## src/hdl/uart_pkg.sv

```systemverilog
package uart_pkg;

	////////////////////
	// Serial link timing

	// Clock cycles per serial bit
	localparam int CLKS_PER_BIT = 16;
	// Data bits per frame, LSB first
	localparam int DATA_BITS = 8;

	////////////////////
	// Types

	typedef logic [DATA_BITS-1:0] uart_byte_t;
	// Cycle counter inside one bit period
	typedef logic [$clog2(CLKS_PER_BIT)-1:0] baud_cnt_t;
	// Data bit index within a frame
	typedef logic [$clog2(DATA_BITS)-1:0] bit_cnt_t;

	// Received byte, valid is a one-cycle pulse
	typedef struct packed {
		logic       valid;
		uart_byte_t data;
	} rx_byte_s;

	// Transmit request, four-phase with a separate ack
	typedef struct packed {
		logic       req;
		uart_byte_t data;
	} tx_req_s;

endpackage

```

## src/hdl/rng_pkg.sv

```systemverilog
package rng_pkg;

	////////////////////
	// Generator

	typedef logic [31:0] rng_word_t;

	// State after reset and after reseed
	localparam rng_word_t LFSR_SEED = 32'hACE12468;
	// Galois feedback mask
	localparam rng_word_t LFSR_TAPS = 32'h80200003;
	// LFSR steps per requested word
	localparam int WARMUP_STEPS = 16;
	localparam int BYTES_PER_WORD = 4;

	typedef logic [$clog2(WARMUP_STEPS)-1:0] step_cnt_t;
	typedef logic [$clog2(BYTES_PER_WORD)-1:0] byte_idx_t;

	////////////////////
	// Commands

	localparam logic [7:0] CMD_GENERATE = 8'h31;
	localparam logic [7:0] CMD_RESEED   = 8'h52;

	// Controller FSM
	typedef enum logic [2:0] {
		IDLE,
		GEN_REQ,
		GEN_RELEASE,
		TX_REQ,
		TX_RELEASE,
		RESEED
	} ctrl_state_e;

endpackage

```

## src/hdl/uart_rx.sv

```systemverilog
`timescale 1ns/100ps

module uart_rx (
	input  logic               i_Clk,
	input  logic               arst_n,
	input  logic               rx,
	output uart_pkg::rx_byte_s rx_byte
);

	typedef enum logic [1:0] {
		RX_IDLE,
		RX_START,
		RX_DATA,
		RX_STOP
	} rx_state_e;

	rx_state_e           state;
	uart_pkg::baud_cnt_t cnt;
	uart_pkg::bit_cnt_t  bit_cnt;
	uart_pkg::uart_byte_t data_q;
	logic                valid_q;
	// Two-flop synchronizer plus one flop for edge detect
	logic                rx_meta;
	logic                rx_s;
	logic                rx_prev;
	logic                bit_tick;
	logic                half_tick;

	always_ff @(posedge i_Clk or negedge arst_n)
	begin
		if (!arst_n)
		begin
			rx_meta <= 1'b1;
			rx_s    <= 1'b1;
			rx_prev <= 1'b1;
		end
		else
		begin
			rx_meta <= rx;
			rx_s    <= rx_meta;
			rx_prev <= rx_s;
		end
	end

	// End of a full bit, and middle of the start bit
	assign bit_tick  = (cnt == uart_pkg::CLKS_PER_BIT - 1);
	assign half_tick = (cnt == uart_pkg::CLKS_PER_BIT / 2 - 1);

	////////////////////
	// Frame FSM

	always_ff @(posedge i_Clk or negedge arst_n)
	begin
		if (!arst_n)
		begin
			state   <= RX_IDLE;
			cnt     <= '0;
			bit_cnt <= '0;
			valid_q <= 1'b0;
		end
		else
		begin
			// Pulse only
			valid_q <= 1'b0;
			case (state)
				RX_IDLE:
				begin
					cnt <= '0;
					// Falling edge of start bit
					if (rx_prev && !rx_s)
						state <= RX_START;
				end
				RX_START:
				begin
					if (half_tick)
					begin
						cnt     <= '0;
						bit_cnt <= '0;
						// Glitch, back to idle
						state   <= rx_s ? RX_IDLE : RX_DATA;
					end
					else
						cnt <= cnt + 1'b1;
				end
				RX_DATA:
				begin
					cnt <= cnt + 1'b1;
					if (bit_tick)
					begin
						bit_cnt <= bit_cnt + 1'b1;
						if (bit_cnt == uart_pkg::DATA_BITS - 1)
							state <= RX_STOP;
					end
				end
				RX_STOP:
				begin
					cnt <= cnt + 1'b1;
					if (bit_tick)
					begin
						// Bad stop bit drops the frame
						valid_q <= rx_s;
						state   <= RX_IDLE;
					end
				end
				default: state <= RX_IDLE;
			endcase
		end
	end

	// Data bits sampled at bit centre, LSB first
	always_ff @(posedge i_Clk)
	begin
		if (state == RX_DATA && bit_tick)
			data_q <= {rx_s, data_q[uart_pkg::DATA_BITS-1:1]};
	end

	assign rx_byte = '{valid: valid_q, data: data_q};

endmodule

```

## src/hdl/uart_tx.sv

```systemverilog
`timescale 1ns/100ps

module uart_tx (
	input  logic              i_Clk,
	input  logic              arst_n,
	input  uart_pkg::tx_req_s tx_req,
	output logic              tx_ack,
	output logic              tx
);

	typedef enum logic [2:0] {
		TX_IDLE,
		TX_START,
		TX_DATA,
		TX_STOP,
		TX_ACK
	} tx_state_e;

	tx_state_e            state;
	uart_pkg::baud_cnt_t  cnt;
	uart_pkg::bit_cnt_t   bit_cnt;
	uart_pkg::uart_byte_t shreg;
	logic                 bit_tick;

	assign bit_tick = (cnt == uart_pkg::CLKS_PER_BIT - 1);

	always_ff @(posedge i_Clk or negedge arst_n)
	begin
		if (!arst_n)
		begin
			state   <= TX_IDLE;
			cnt     <= '0;
			bit_cnt <= '0;
			shreg   <= '0;
			tx      <= 1'b1;
			tx_ack  <= 1'b0;
		end
		else
		begin
			case (state)
				TX_IDLE:
				begin
					cnt <= '0;
					if (tx_req.req)
					begin
						// Latch byte and begin start bit
						shreg <= tx_req.data;
						tx    <= 1'b0;
						state <= TX_START;
					end
				end
				TX_START:
				begin
					cnt <= cnt + 1'b1;
					if (bit_tick)
					begin
						tx      <= shreg[0];
						shreg   <= shreg >> 1;
						bit_cnt <= '0;
						state   <= TX_DATA;
					end
				end
				TX_DATA:
				begin
					cnt <= cnt + 1'b1;
					if (bit_tick)
					begin
						bit_cnt <= bit_cnt + 1'b1;
						if (bit_cnt == uart_pkg::DATA_BITS - 1)
						begin
							tx    <= 1'b1;
							state <= TX_STOP;
						end
						else
						begin
							tx    <= shreg[0];
							shreg <= shreg >> 1;
						end
					end
				end
				TX_STOP:
				begin
					cnt <= cnt + 1'b1;
					// Stop bit done, frame complete
					if (bit_tick)
					begin
						tx_ack <= 1'b1;
						state  <= TX_ACK;
					end
				end
				TX_ACK:
				begin
					// Hold ack until req drops
					if (!tx_req.req)
					begin
						tx_ack <= 1'b0;
						state  <= TX_IDLE;
					end
				end
				default: state <= TX_IDLE;
			endcase
		end
	end

	// Byte must not move under an open request
	a_data_stable: assert property (@(posedge i_Clk) disable iff (!arst_n)
		tx_req.req && $past(tx_req.req) && !tx_ack |-> $stable(tx_req.data))
		else $error("uart_tx: data changed during request");

endmodule

```

## src/hdl/prng_core.sv

```systemverilog
`timescale 1ns/100ps

module prng_core (
	input  logic              i_Clk,
	input  logic              arst_n,
	input  logic              gen_req,
	input  logic              reseed,
	output logic              gen_ack,
	output rng_pkg::rng_word_t gen_word
);

	typedef enum logic [1:0] {
		G_IDLE,
		G_RUN,
		G_ACK
	} gen_state_e;

	gen_state_e          state;
	rng_pkg::rng_word_t  lfsr_q;
	rng_pkg::step_cnt_t  step_cnt;

	// One Galois step, shift right and fold in taps on a 1 out
	function automatic rng_pkg::rng_word_t lfsr_step(input rng_pkg::rng_word_t s);
		return s[0] ? ((s >> 1) ^ rng_pkg::LFSR_TAPS) : (s >> 1);
	endfunction

	always_ff @(posedge i_Clk or negedge arst_n)
	begin
		if (!arst_n)
		begin
			state    <= G_IDLE;
			lfsr_q   <= rng_pkg::LFSR_SEED;
			step_cnt <= '0;
			gen_ack  <= 1'b0;
		end
		else if (reseed)
			lfsr_q <= rng_pkg::LFSR_SEED;
		else
		begin
			case (state)
				G_IDLE:
				begin
					step_cnt <= '0;
					if (gen_req)
						state <= G_RUN;
				end
				G_RUN:
				begin
					lfsr_q   <= lfsr_step(lfsr_q);
					step_cnt <= step_cnt + 1'b1;
					// Ack lands with the last step
					if (step_cnt == rng_pkg::WARMUP_STEPS - 1)
					begin
						gen_ack <= 1'b1;
						state   <= G_ACK;
					end
				end
				G_ACK:
				begin
					if (!gen_req)
					begin
						gen_ack <= 1'b0;
						state   <= G_IDLE;
					end
				end
				default: state <= G_IDLE;
			endcase
		end
	end

	// Word frozen while ack is up
	assign gen_word = lfsr_q;

	a_no_reseed_in_req: assert property (@(posedge i_Clk) disable iff (!arst_n)
		reseed |-> !gen_req)
		else $error("prng_core: reseed during request");

	a_ack_needs_req: assert property (@(posedge i_Clk) disable iff (!arst_n)
		$rose(gen_ack) |-> gen_req)
		else $error("prng_core: ack without request");

endmodule

```

## src/hdl/rng_controller.sv

```systemverilog
`timescale 1ns/100ps

module rng_controller (
	input  logic               i_Clk,
	input  logic               arst_n,
	input  uart_pkg::rx_byte_s rx_byte,
	input  logic               gen_ack,
	input  rng_pkg::rng_word_t gen_word,
	input  logic               tx_ack,
	output logic               gen_req,
	output logic               reseed,
	output uart_pkg::tx_req_s  tx_req,
	output logic               busy_led
);

	rng_pkg::ctrl_state_e state;
	rng_pkg::rng_word_t   word_q;
	rng_pkg::byte_idx_t   byte_idx;
	logic                 req_q;

	////////////////////
	// Sequencer

	always_ff @(posedge i_Clk or negedge arst_n)
	begin
		if (!arst_n)
		begin
			state    <= rng_pkg::IDLE;
			gen_req  <= 1'b0;
			reseed   <= 1'b0;
			req_q    <= 1'b0;
			byte_idx <= '0;
		end
		else
		begin
			case (state)
				rng_pkg::IDLE:
				begin
					// Only place where commands are taken
					if (rx_byte.valid)
					begin
						if (rx_byte.data == rng_pkg::CMD_GENERATE)
						begin
							gen_req <= 1'b1;
							state   <= rng_pkg::GEN_REQ;
						end
						else if (rx_byte.data == rng_pkg::CMD_RESEED)
						begin
							reseed <= 1'b1;
							state  <= rng_pkg::RESEED;
						end
					end
				end
				rng_pkg::RESEED:
				begin
					// Single-cycle pulse with no response
					reseed <= 1'b0;
					state  <= rng_pkg::IDLE;
				end
				rng_pkg::GEN_REQ:
				begin
					if (gen_ack)
					begin
						gen_req <= 1'b0;
						state   <= rng_pkg::GEN_RELEASE;
					end
				end
				rng_pkg::GEN_RELEASE:
				begin
					// Wait for generator to close handshake
					if (!gen_ack)
					begin
						byte_idx <= '0;
						req_q    <= 1'b1;
						state    <= rng_pkg::TX_REQ;
					end
				end
				rng_pkg::TX_REQ:
				begin
					if (tx_ack)
					begin
						req_q <= 1'b0;
						state <= rng_pkg::TX_RELEASE;
					end
				end
				rng_pkg::TX_RELEASE:
				begin
					if (!tx_ack)
					begin
						// Word done after the last byte
						if (byte_idx == rng_pkg::BYTES_PER_WORD - 1)
							state <= rng_pkg::IDLE;
						else
						begin
							byte_idx <= byte_idx + 1'b1;
							req_q    <= 1'b1;
							state    <= rng_pkg::TX_REQ;
						end
					end
				end
				default: state <= rng_pkg::IDLE;
			endcase
		end
	end

	// Capture word at end of generator handshake
	always_ff @(posedge i_Clk)
	begin
		if (state == rng_pkg::GEN_REQ && gen_ack)
			word_q <= gen_word;
	end

	// LSB first
	// Byte select only moves while req is low
	assign tx_req = '{req: req_q, data: word_q[8*byte_idx +: 8]};

	assign busy_led = (state != rng_pkg::IDLE);

	// New request only once the previous ack has closed
	a_req_after_ack_low: assert property (@(posedge i_Clk) disable iff (!arst_n)
		$rose(tx_req.req) |-> !tx_ack)
		else $error("rng_controller: tx req raised while ack still high");

endmodule

```

## src/hdl/rng_uart_top.sv

```systemverilog
`timescale 1ns/100ps

module rng_uart_top (
	input  logic i_Clk,
	input  logic arst_n,
	input  logic rx,
	output logic tx,
	output logic busy_led
);

	uart_pkg::rx_byte_s rx_byte;
	uart_pkg::tx_req_s  tx_req;
	rng_pkg::rng_word_t gen_word;
	logic               gen_req;
	logic               gen_ack;
	logic               reseed;
	logic               tx_ack;

	////////////////////
	// Input side

	uart_rx uart_rx_i (
		.i_Clk   (i_Clk),
		.arst_n  (arst_n),
		.rx      (rx),
		.rx_byte (rx_byte)
	);

	// Command decode and sequencing
	rng_controller rng_controller_i (
		.i_Clk    (i_Clk),
		.arst_n   (arst_n),
		.rx_byte  (rx_byte),
		.gen_ack  (gen_ack),
		.gen_word (gen_word),
		.tx_ack   (tx_ack),
		.gen_req  (gen_req),
		.reseed   (reseed),
		.tx_req   (tx_req),
		.busy_led (busy_led)
	);

	prng_core prng_core_i (
		.i_Clk    (i_Clk),
		.arst_n   (arst_n),
		.gen_req  (gen_req),
		.reseed   (reseed),
		.gen_ack  (gen_ack),
		.gen_word (gen_word)
	);

	////////////////////
	// Output side

	uart_tx uart_tx_i (
		.i_Clk  (i_Clk),
		.arst_n (arst_n),
		.tx_req (tx_req),
		.tx_ack (tx_ack),
		.tx     (tx)
	);

endmodule

```

## config.mk

```make
export PLATFORM = sky130hd
export DESIGN_NAME = rng_uart_top
export DESIGN_NICKNAME = d
export VERILOG_FILES = /design/src/hdl/uart_pkg.sv /design/src/hdl/rng_pkg.sv /design/src/hdl/uart_rx.sv /design/src/hdl/uart_tx.sv /design/src/hdl/prng_core.sv /design/src/hdl/rng_controller.sv /design/src/hdl/rng_uart_top.sv
export SDC_FILE = /design/constraint.sdc
export NUM_CORES = 1
export LEC_CHECK = 0
export CAP_MARGIN = 20
export CORE_MARGIN = 3
export CORE_UTILIZATION = 65
export CTS_CLUSTER_DIAMETER = 120
export CTS_CLUSTER_SIZE = 20
export DETAILED_ROUTE_END_ITERATION = 6
export DONT_BUFFER_PORTS = 1
export PLACE_DENSITY = 0.81
export SLEW_MARGIN = 0
export SYNTH_ARGS = -nofsm -noshare
export SYNTH_HDL_FRONTEND = slang
export SYNTH_SLANG_ARGS = --single-unit
```

## constraint.sdc

```tcl
create_clock -name i_Clk -period 7.74 [get_ports i_Clk]
set_input_delay 1.548 -clock i_Clk [delete_from_list [all_inputs] [get_ports i_Clk]]
set_output_delay 1.548 -clock i_Clk [all_outputs]
set_load 0.02 [all_outputs]
```

==> results.toml, run 1 <==
[finish]
final_nets = 418
multiInputGateArea_mm2 = 0.00179
layout.cells.non_filler = 515
fillers = 450
area_delta_synth_final_pct = 11.7
ff_latch_area_mm2 = 0.00322
drive_above_1_share_pct = 18.5
n_antenna_cell = 0

[global_routing]
grt_pass1_wl_um = 16200
grt_usage_pct = 24.3
gr-total-overflow = 0
grt_max_degree = 81
antenna_found_initial = 0
grt_pass1_vias = 3287

[pwr]
seqPwrFrac_pct = 45.9
p_sw_mw = 0.326
p_per_area_mw_per_mm2 = 257
p_clk_share_pct = 48.9
ir_worst_vdd_mv = 0.232
switching_share_pct = 22.1
p_int_mw = 1.15
combPwrFrac_pct = 5.2
power.leakage_nw = 2.30

[synthesis]
synthFlopType = "dfrtp_1"
seq_area_frac_synth_pct = 62.7
ys_types = 51
syn_avg_cell_area_um2 = 12.8
netlist_area_mm2 = 0.00514
synth_edf_count = 40
synth_fp_nets = 417
yosysWarnings = 0
async_reset_ff_share_pct = 66.7
ys_seq_elements = 120
syn_inst = 402

[worst_setup_path]
crit_arrival_ps = 1520
critical_path.startpoint = "rng_controller_i.state[0]$_DFFE_PN0P_"
start_kind = "flip-flop"
critPathSlowestCell = "dfrtp_1"
max_stage_delay_ps = 510
end_kind = "output pin"
path_class = "flip-flop to output pin"
worstReg2RegStart = "prng_core_i.state[0]$_DFFE_PN0P_"
critPathTopFamily = "flip-flops"
crit_chain = "or3_1"
reg2reg_depth = 3
path_buf_inv = 0
cp.depth = 1
crit_required_ps = 6190
crit_path_max_fanout = 13

[clock_tree]
cts-resized-gates = 0
cts_buffer_depth = 2
path_clk_slew_ps = 50
htreeDepth = 4
cts_tree = "done"
root_buffer = "clkbuf_8"
cts-buffers-inserted = 17
clock_latency_ps = 510
cts.sinks = 120
cts_setup_buffers = 0
ctsHoldBuffers = 0

[sta]
rsz0062_at_grt = "no"
finalCritPeriodShare_pct = 39.6
setup_tns_ps = 0
hold_viol_final = 0
slew_headroom_pct = 40.6
max_freq_mhz = 326
slew_violations = 0
finalSetupViolCount = 0
period_minus_slack_ps = 3070
max_slew.worst_pin.slew_ps = 888
clock_skew_ps = 8.35

[routing]
drt-total-wl_um = 9810
ant_nets = 0
drc_errors = 8
routed_via_density = 6.27
avgRoutedWirePerCell_um = 19.0
drt_pre_antenna_iters = 7
drtIter0Drc = 230
num_vias = 3231

[placement]
dp_cells = 483
hpwl_um = 6170
port-buffer-count = 0
gp_congestion = 0.883

[run]
max_cap_violations = 0

[outcome]
violations = "DRC"
status = "finished, violations left"

[floorplan]
start_util_pct = 69.0
dieArea_mm2 = 0.00901
die_y_um = 94.9
die_w_um = 94.9
core-area_mm2 = 0.00745
core.rowCount = 31
ios = 5

[min_path]
min_path_cells = 0
hp-class = "flip-flop to flip-flop"
min-delay-start = "uart_rx_i.rx_meta$_DFF_PN1_"
cell families (layout without fill, tap and decap cells):
group	Yosys count	count (layout)	share of synthesized area [%]
DFF	120	120	62.7
adders and majority gates	12	12	2.92
buffers and inverters	31	45	2.58
xor gates and xnor gates	6	6	1.02
and+or+nand+nor	120	120	11.5
AOI/OAI and AO/OA	85	85	11.4
muxes	28	28	7.86
routing by layer:
layer	GRT usage (%)	routed length, um	vias to the layer above	part of all wire [%]
li1	-	-	1482	-
met1	30.9	4260	1617	43
met2	38.7	4890	103	50
met3	7.17	397	29	4.0
met4	11.2	265	0	2.7
met5	0	0	-	0
state kept, by name, indices dropped and copies added, names as in the netlist, named ones only:
| name | flops |
|---|---|
| uart_tx_i.tx | 1 |
| uart_tx_i.state | 3 |
| rng_controller_i.reseed | 1 |
| rng_controller_i.req_q | 1 |
| prng_core_i.gen_word | 32 |
| rng_controller_i.gen_req | 1 |
| uart_tx_i.bit_cnt | 3 |
| uart_rx_i.rx_s | 1 |
| prng_core_i.step_cnt | 4 |
| rng_controller_i.state | 3 |
| uart_rx_i.data_q | 8 |
| uart_rx_i.cnt | 4 |
| prng_core_i.state | 2 |
| uart_rx_i.rx_meta | 1 |
| rng_controller_i.byte_idx | 2 |
| uart_rx_i.rx_prev | 1 |
| prng_core_i.gen_ack | 1 |
| uart_tx_i.shreg | 8 |
| uart_rx_i.valid_q | 1 |
| uart_rx_i.state | 1 |
| uart_tx_i.cnt | 4 |
| uart_tx_i.tx_ack | 1 |
| uart_rx_i.bit_cnt | 3 |
| rng_controller_i.word_q | 32 |
final timing paths:
| kind | to | slack [ps] |
|---|---|---|
| worst min-delay path | uart_rx_i.rx_s$_DFF_PN1_ | 360 |
| worst max register to register | prng_core_i.gen_word[14]$_DFFE_PN0P_ | 5480 |
| min in group asynchronous | prng_core_i.gen_word[9]$_DFFE_PN0P_ | 730 |
| worst max-delay path | busy_led | 4670 |
| worst min register to register | uart_rx_i.rx_s$_DFF_PN1_ | 360 |
| max in group asynchronous | prng_core_i.gen_word[16]$_DFFE_PN1P_ | 6800 |
per-stage QoR:
step / power (mW) / utilization (%) / setup slack, ps / hold WS, ps / instance area, um^2
2_1_floorplan: 0.745 / - / 4330 / 345 / 5140
3_3_place_gp: 0.757 / 69.7 / 5220 / 348 / 5190
3_5_place_dp: 0.762 / 69.7 / 5220 / 350 / 5190
4_1_cts: 1.49 / 77.1 / 4660 / 358 / 5740
5_1_grt: 1.53 / 77.1 / 4620 / 358 / 5740
6_report: 1.48 / 77.1 / 4670 / 356 / 5740
placed cells by master, fill, tap and decap left out, types with 3 or more instances in the layout:
cell and count:
a21o_1 4, a21oi_1 14, a22o_1 13, a22oi_1 3, and2_1 3, clkbuf_16 16
clkinv_2 4, clkinvlp_4 5, dfrtp_1 63, dfstp_2 17, edfxtp_1 40, ha_1 12
inv_1 12, mux2_2 16, mux2i_1 4, mux4_2 7, nand2_1 45, nand2b_1 9
nand3_1 9, nand3b_1 5, nand4_1 4, nor2_1 21, nor3_1 8, o21ai_0 24
o22a_1 10, o31ai_1 4, xnor2_1 4
power groups by stage:
stage,clock (mW),combinational [mW],sequential (mW)
6_report,0.721,0.0773,0.677
5_1_grt,0.762,0.0872,0.678
4_1_cts,0.733,0.0769,0.676
3_5_place_dp,0,0.0748,0.687
3_3_place_gp,0,0.0708,0.686
2_1_floorplan,0,0.0610,0.684
cells in the mapped netlist (all sizes together) (3+ instances only):
library cell	count	area, um^2
xnor2	4	35.0
o21ai	25	129
dfrtp	63	1580
ha	12	150
inv	12	45.0
a22o	13	114
nor3	9	45.0
mux4	8	184
dfstp	17	447
nor2	22	85.1
and2	3	18.8
mux2	16	180
nand4	4	25.0
a21o	4	30.0
a21oi	14	70.1
mux2i	4	40.0
o31ai	4	30.0
clkbuf	16	61.3
nand2	45	169
edfxtp	40	1200
nand2b	9	56.3
nand3	9	45.0
nand3b	5	37.5
a22oi	3	22.5
buf	3	26.3
o22a	10	87.6
final cells by class:
type                    count  area share [%]
clock buffers              18            7.28
multi-input cells         251            31.1
inverters                  12           0.785
clock inverters            14            2.33
repair buffers              1           0.131
well taps                  99            2.16
flip-flops and latches    120            56.2
Power figures use the tool's default switching activity.
==> run 2, diff against run 1 <==
CORE_UTILIZATION = 63   (was 65)
PLACE_DENSITY = 0.79   (was 0.81)
clock period = 2.93 ns   (was 7.74 ns; I/O delays follow)
==> results.toml, run 2 (same netlist as run 1, synthesis figures left out) <==
[routing]
drt_pre_antenna_iters = 4
routed_via_density = 6.15
drc_errors = 0
ant_nets = 0
avgRoutedWirePerCell_um = 17.9
drtIter0Drc = 220
drt-total-wl_um = 9320
num_vias = 3208

[worst_setup_path]
max_stage_delay_ps = 510
crit_chain = "or3_1"
crit_required_ps = 2340
critPathSlowestCell = "dfrtp_1"
critical_path.startpoint = "rng_controller_i.state[0]$_DFFE_PN0P_"
crit_path_max_fanout = 13
path_buf_inv = 0
path_class = "flip-flop to output pin"
r2r-end = "rng_controller_i.byte_idx[0]$_DFFE_PN0P_"
critPathTopFamily = "flip-flops"
reg2reg_slack_ps = 890
worstReg2RegStart = "rng_controller_i.byte_idx[0]$_DFFE_PN0P_"
start_kind = "flip-flop"
crit_arrival_ps = 1540
end_kind = "output pin"
reg2reg_depth = 4

[pwr]
p_per_area_mw_per_mm2 = 676
ir_worst_vdd_mv = 0.401
combPwrFrac_pct = 5.6
p_int_mw = 3.07
p_sw_mw = 0.861
power.leakage_nw = 2.32
seqPwrFrac_pct = 45.4
switching_share_pct = 21.9
total_power_mw = 3.93
p_clk_share_pct = 49.0

[finish]
final_nets = 422
n_antenna_cell = 0
mostFrequentLayoutCell = "dfrtp_1"
drive_above_1_share_pct = 19.0
ff_latch_area_mm2 = 0.00322
multiInputGateArea_mm2 = 0.00179
final_cell_mix = "dfrtp_1, nand2_1, edfxtp_1"
area_delta_synth_final_pct = 13.1
fin_area_mm2 = 0.00581
utilization_pct = 74.5
fillers = 488

[clock_tree]
clock_latency_ps = 500
cts-buffers-inserted = 17
htreeDepth = 4
path_clk_slew_ps = 50
root_buffer = "clkbuf_8"
cts_buffer_depth = 2
cts_tree = "done"
cts.sinks = 120

[global_routing]
grt_max_degree = 81
antenna_found_initial = 0
grt_pass1_vias = 3203
grt_pass1_wl_um = 15600
grt_usage_pct = 22.7
gr-total-overflow = 0

[floorplan]
die_y_um = 96.3
start_util_pct = 65.8
core.rowCount = 32
dieArea_mm2 = 0.00928
die_w_um = 96.3
core-area_mm2 = 0.00781
ios = 5

[run]
max_cap_violations = 0

[outcome]
status = "finished clean"

[sta]
rsz0062_at_grt = "no"
fin_ws_ps = 808
period_minus_slack_ps = 2120
max_slew.worst_pin.slew_ps = 909
slew_headroom_pct = 39.1
setup_tns_ps = 0
clock_skew_ps = 6.63
finalCritPeriodShare_pct = 72.4
slew_violations = 0
finalSetupViolCount = 0
max_freq_mhz = 471
hold_viol_final = 0

[placement]
port-buffer-count = 0
gp_congestion = 0.785
dp_slack_ps = 1000
hpwl_um = 5800
placed_area_mm2 = 0.00521

[min_path]
hp-class = "input port to flip-flop"
min-delay-start = "rx"
holdPathEnd = "uart_rx_i.rx_meta$_DFF_PN1_"
min_path_cells = 0
[run 2: changes by cell type in the layout (fill, tap and decap cells not counted)]
cell,delta
nor3_4,+1
clkbuf_1,+1
clkinv_2,-2
clkinv_1,-1
dlygate4sd3_1,+1
nor3_2,-1
buf_4,+2
clkbuf_8,+1
buf_16,+1
clkinvlp_4,+1
[run 2: power by group through the flow]
stage | Sequential, mW | Combinational, mW | Clock [mW]
after global placement | 1.81 | 0.186 | 0
after CTS | 1.78 | 0.223 | 1.96
after floorplan | 1.81 | 0.161 | 0
after detailed placement | 1.81 | 0.197 | 0
final | 1.78 | 0.222 | 1.92
after global routing | 1.79 | 0.257 | 2.04
[run 2: per-stage QoR]
| step | hold WS (ps) | cells |
|---|---|---|
| floorplan | 290 | 402 |
| global placement | 293 | 488 |
| detailed placement | 293 | 488 |
| CTS | 53.5 | 522 |
| global route | 53.1 | 522 |
| finish | 75.5 | 522 |
[run 2: worst max path at each step]
| stage | to | slack (ps) | cells after the start |
|---|---|---|---|
| after CTS | busy_led | 800 | 1 |
| after global placement | uart_tx_i.shreg[0]$_DFFE_PN0P_ | 1070 | 3 |
| after global routing | busy_led | 780 | 1 |
| after floorplan | rng_controller_i.word_q[0]$_DFFE_PP_ | 510 | 3 |
| final | busy_led | 810 | 1 |
| after detailed placement | uart_tx_i.shreg[0]$_DFFE_PN0P_ | 1000 | 3 |
[run 2: metal layers]
metal  global-route usage (%)  share of wire [%]  vias up
met5                        0                  0        -
met2                     35.0                 49       73
met3                     6.80                4.8       15
met4                     9.58                1.3        0
li1                         -                  -     1489
met1                     30.2                 45     1631
[run 2: what timing repair did]
action	CTS	global route
resized for setup	0	0
setup endpoints to repair	0	0
endpoints found under the hold margin	80	0
setup buffers	0	0
hold buffers	2	0
[run 2: layout make-up]
type	instances	share of cell area [%]
Multi-Input combinational cell	251	30.9
Clock buffer	20	7.49
Inverter	12	0.775
Sequential cell	120	55.5
Timing Repair Buffer	5	1.03
Tap cell	102	2.19
Clock inverter	12	2.19
==> run 3, diff against run 2 <==
ABC_AREA = 1   (was default)
clock period = 2 ns   (was 2.93 ns; I/O delays follow)
==> results.toml, run 3 <==
[outcome]
status = "finished, violations left"
violations = "hold timing"

[min_path]
hp-class = "input port to asynchronous set/reset pin"

[sta]
fin_ws_ps = 46.4
max_freq_mhz = 512
clock_skew_ps = 9.10
hold_viol_final = 80
hold_slack_ps = -430
max_slew.worst_pin.slew_ps = 453
finalSetupViolCount = 0
period_minus_slack_ps = 1950
slew_headroom_pct = 69.6
slew_violations = 0
finalCritPeriodShare_pct = 97.7

[floorplan]
core.rowCount = 33
ios = 5
dieArea_mm2 = 0.00969
die_w_um = 98.4
core-area_mm2 = 0.00826
die_y_um = 98.4
start_util_pct = 65.2

[finish]
final_cell_mix = "nand2_1, inv_1, dfrtp_1"
drive_above_1_share_pct = 13.7
fillers = 548
area_delta_synth_final_pct = 13.4
layout.cells.non_filler = 704
final_nets = 601
utilization_pct = 73.9
mostFrequentLayoutCell = "nand2_1"
n_antenna_cell = 0

[pwr]
ir_worst_vdd_mv = 0.821
p_clk_share_pct = 48.2
switching_share_pct = 24.7
combPwrFrac_pct = 6.9
p_sw_mw = 1.45
p_per_area_mw_per_mm2 = 961
power.leakage_nw = 2.78
total_power_mw = 5.86
seqPwrFrac_pct = 44.9
p_int_mw = 4.42

[run]
max_cap_violations = 0

[worst_setup_path]
crit_top_cell = "nor2_4"
crit_path_max_fanout = 4
reg2reg_depth = 7
start_kind = "flip-flop"
crit_chain = "nor2_4 -> inv_1 -> nor2_4 -> clkinvlp_4"
critPathSlowestCell = "dfrtp_2"
path_buf_inv = 2
cp.depth = 4
crit_required_ps = 1600
crit_arrival_ps = 1550
critPathTopFamily = "flip-flops"
max_stage_delay_ps = 440
end_kind = "output pin"
worstReg2RegStart = "uart_tx_i.cnt[1]$_DFFE_PN0P_"
reg2reg_slack_ps = 340
r2r-end = "uart_tx_i.shreg[0]$_DFFE_PN0P_"
path_class = "flip-flop to output pin"
critical_path.startpoint = "rng_controller_i.state[0]$_DFFE_PN0P_"
crit_path_end = "busy_led"

[global_routing]
antenna_found_initial = 0
grt_pass1_wl_um = 18300
grt_pass1_vias = 3872
grt_usage_pct = 23.8
grt_max_degree = 81
gr-total-overflow = 0

[routing]
num_vias = 3960
drc_errors = 0
drtIter0Drc = 274
routed_via_density = 5.63
ant_nets = 0
drt_pre_antenna_iters = 5
avgRoutedWirePerCell_um = 15.6
drt-total-wl_um = 11000

[synthesis]
ys_types = 37
synth_top_area_cell = "dfrtp_1"
synthFlopType = "dfrtp_1"
synth_edf_count = 40
synth_top_area_share_pct = 29.3
netlist_area_mm2 = 0.00538
seq_area_frac_synth_pct = 59.9
ys_top_cells_by_area = "dfrtp_1, edfxtp_1, nand2_1, dfstp_2, nand3_1"
ys_seq_elements = 120
async_reset_ff_share_pct = 66.7
syn_inst = 569
yosysMostFrequentCell = "nand2_1"
syn_avg_cell_area_um2 = 9.46
yosysWarnings = 0
synth_fp_nets = 584
synthTopCellsByCount = "nand2_1, inv_1, dfrtp_1"

[clock_tree]
cts_tree = "done"
path_clk_slew_ps = 60
ctsHoldBuffers = 1
htreeDepth = 4
cts-buffers-inserted = 17
root_buffer = "clkbuf_8"
cts.sinks = 120
clock_latency_ps = 520
cts_buffer_depth = 2

[placement]
dp_cells = 668
hpwl_um = 6820
dp_slack_ps = 392
port-buffer-count = 0
gp_congestion = 0.805
[run 3: cell count changes after synthesis, sizes merged, moves of 8 or more]
cell,before,now
a22o,13,0
o22ai,1,9
nand2b,9,0
mux4,8,0
clkbuf,16,3
inv,12,73
nand3,9,54
nand2,45,160
mux2,16,0
o22a,10,0
o21ai,25,38
nor2,22,44
[run 3: metrics by stage]
stage,area [um^2],TNS [ps]
2_1_floorplan,5390,0
3_3_place_gp,5500,0
3_5_place_dp,5500,0
4_1_cts,6070,0
5_1_grt,6100,-15.6
6_report,6100,0
[run 3: kinds of logic (layout without fill, tap and decap cells)]
kind of cell               Yosys count  count (layout)  share of synthesized area [%]
DFF                                120             120                           59.9
and+or+nand+nor                    271             271                           22.3
adders and majority gates           12              12                           2.79
buffers and inverters               87             117                           6.65
xor gates and xnor gates             4               4                          0.651
AOI/OAI and AO/OA                   75              75                           7.69
[run 3: worst min path at each step]
stage / startpoint / to / slack [ps] / cells after the start
after CTS: arst_n / uart_rx_i.bit_cnt[2]$_DFFE_PN0P_ / -440 / 0
after global placement: arst_n / uart_tx_i.tx_ack$_DFFE_PN0P_ / 110 / 0
after floorplan: arst_n / asynchronous set/reset pin / 100 / 0
final: arst_n / uart_tx_i.cnt[2]$_DFFE_PN0P_ / -430 / 0
after global routing: arst_n / uart_tx_i.cnt[2]$_DFFE_PN0P_ / -450 / 0
after detailed placement: arst_n / uart_tx_i.cnt[2]$_DFFE_PN0P_ / 110 / 0
[run 3: repair_timing]
| action | CTS | global route |
|---|---|---|
| hold endpoints to repair | 81 | 80 |
| endpoints found under the setup margin | 1 | 1 |
| setup buffers | 0 | 3 |
| gates resized for setup | 1 | 4 |
| pin swaps | 0 | 2 |
[run 3: power by group through the flow]
stage,clock network [mW],registers (mW),logic [mW]
floorplan,0,2.67,0.315
global placement,0,2.67,0.366
detailed placement,0,2.68,0.393
CTS,2.86,2.63,0.400
global route,2.97,2.64,0.452
finish,2.83,2.63,0.402
[run 3: layout make-up]
type | instances | area [um^2] | area share (%)
multi-input cells | 362 | 1810 | 29.7
flip-flops and latches | 120 | 3230 | 52.9
inverters | 74 | 282 | 4.61
repair buffers | 11 | 97.6 | 1.60
clock buffers | 19 | 432 | 7.07
clock inverters | 13 | 123 | 2.01
well taps | 105 | 131 | 2.15
[run 3: worst register-to-register path: cells and delay by family, from the launching register on]
| family | cells | cell delay, ps |
|---|---|---|
| DFF | 1 | 370 |
| adders and majority gates | 1 | 180 |
| and+or+nand+nor | 6 | 1060 |
[run 3: routing by layer]
metal / vias up / track usage [%] / routed length (um)
met3: 20 / 5.45 / 536
met4: 0 / 11.0 / 203
met1: 1914 / 31.4 / 4800
li1: 1911 / - / -
met2: 115 / 38.0 / 5450
met5: - / 0 / 0
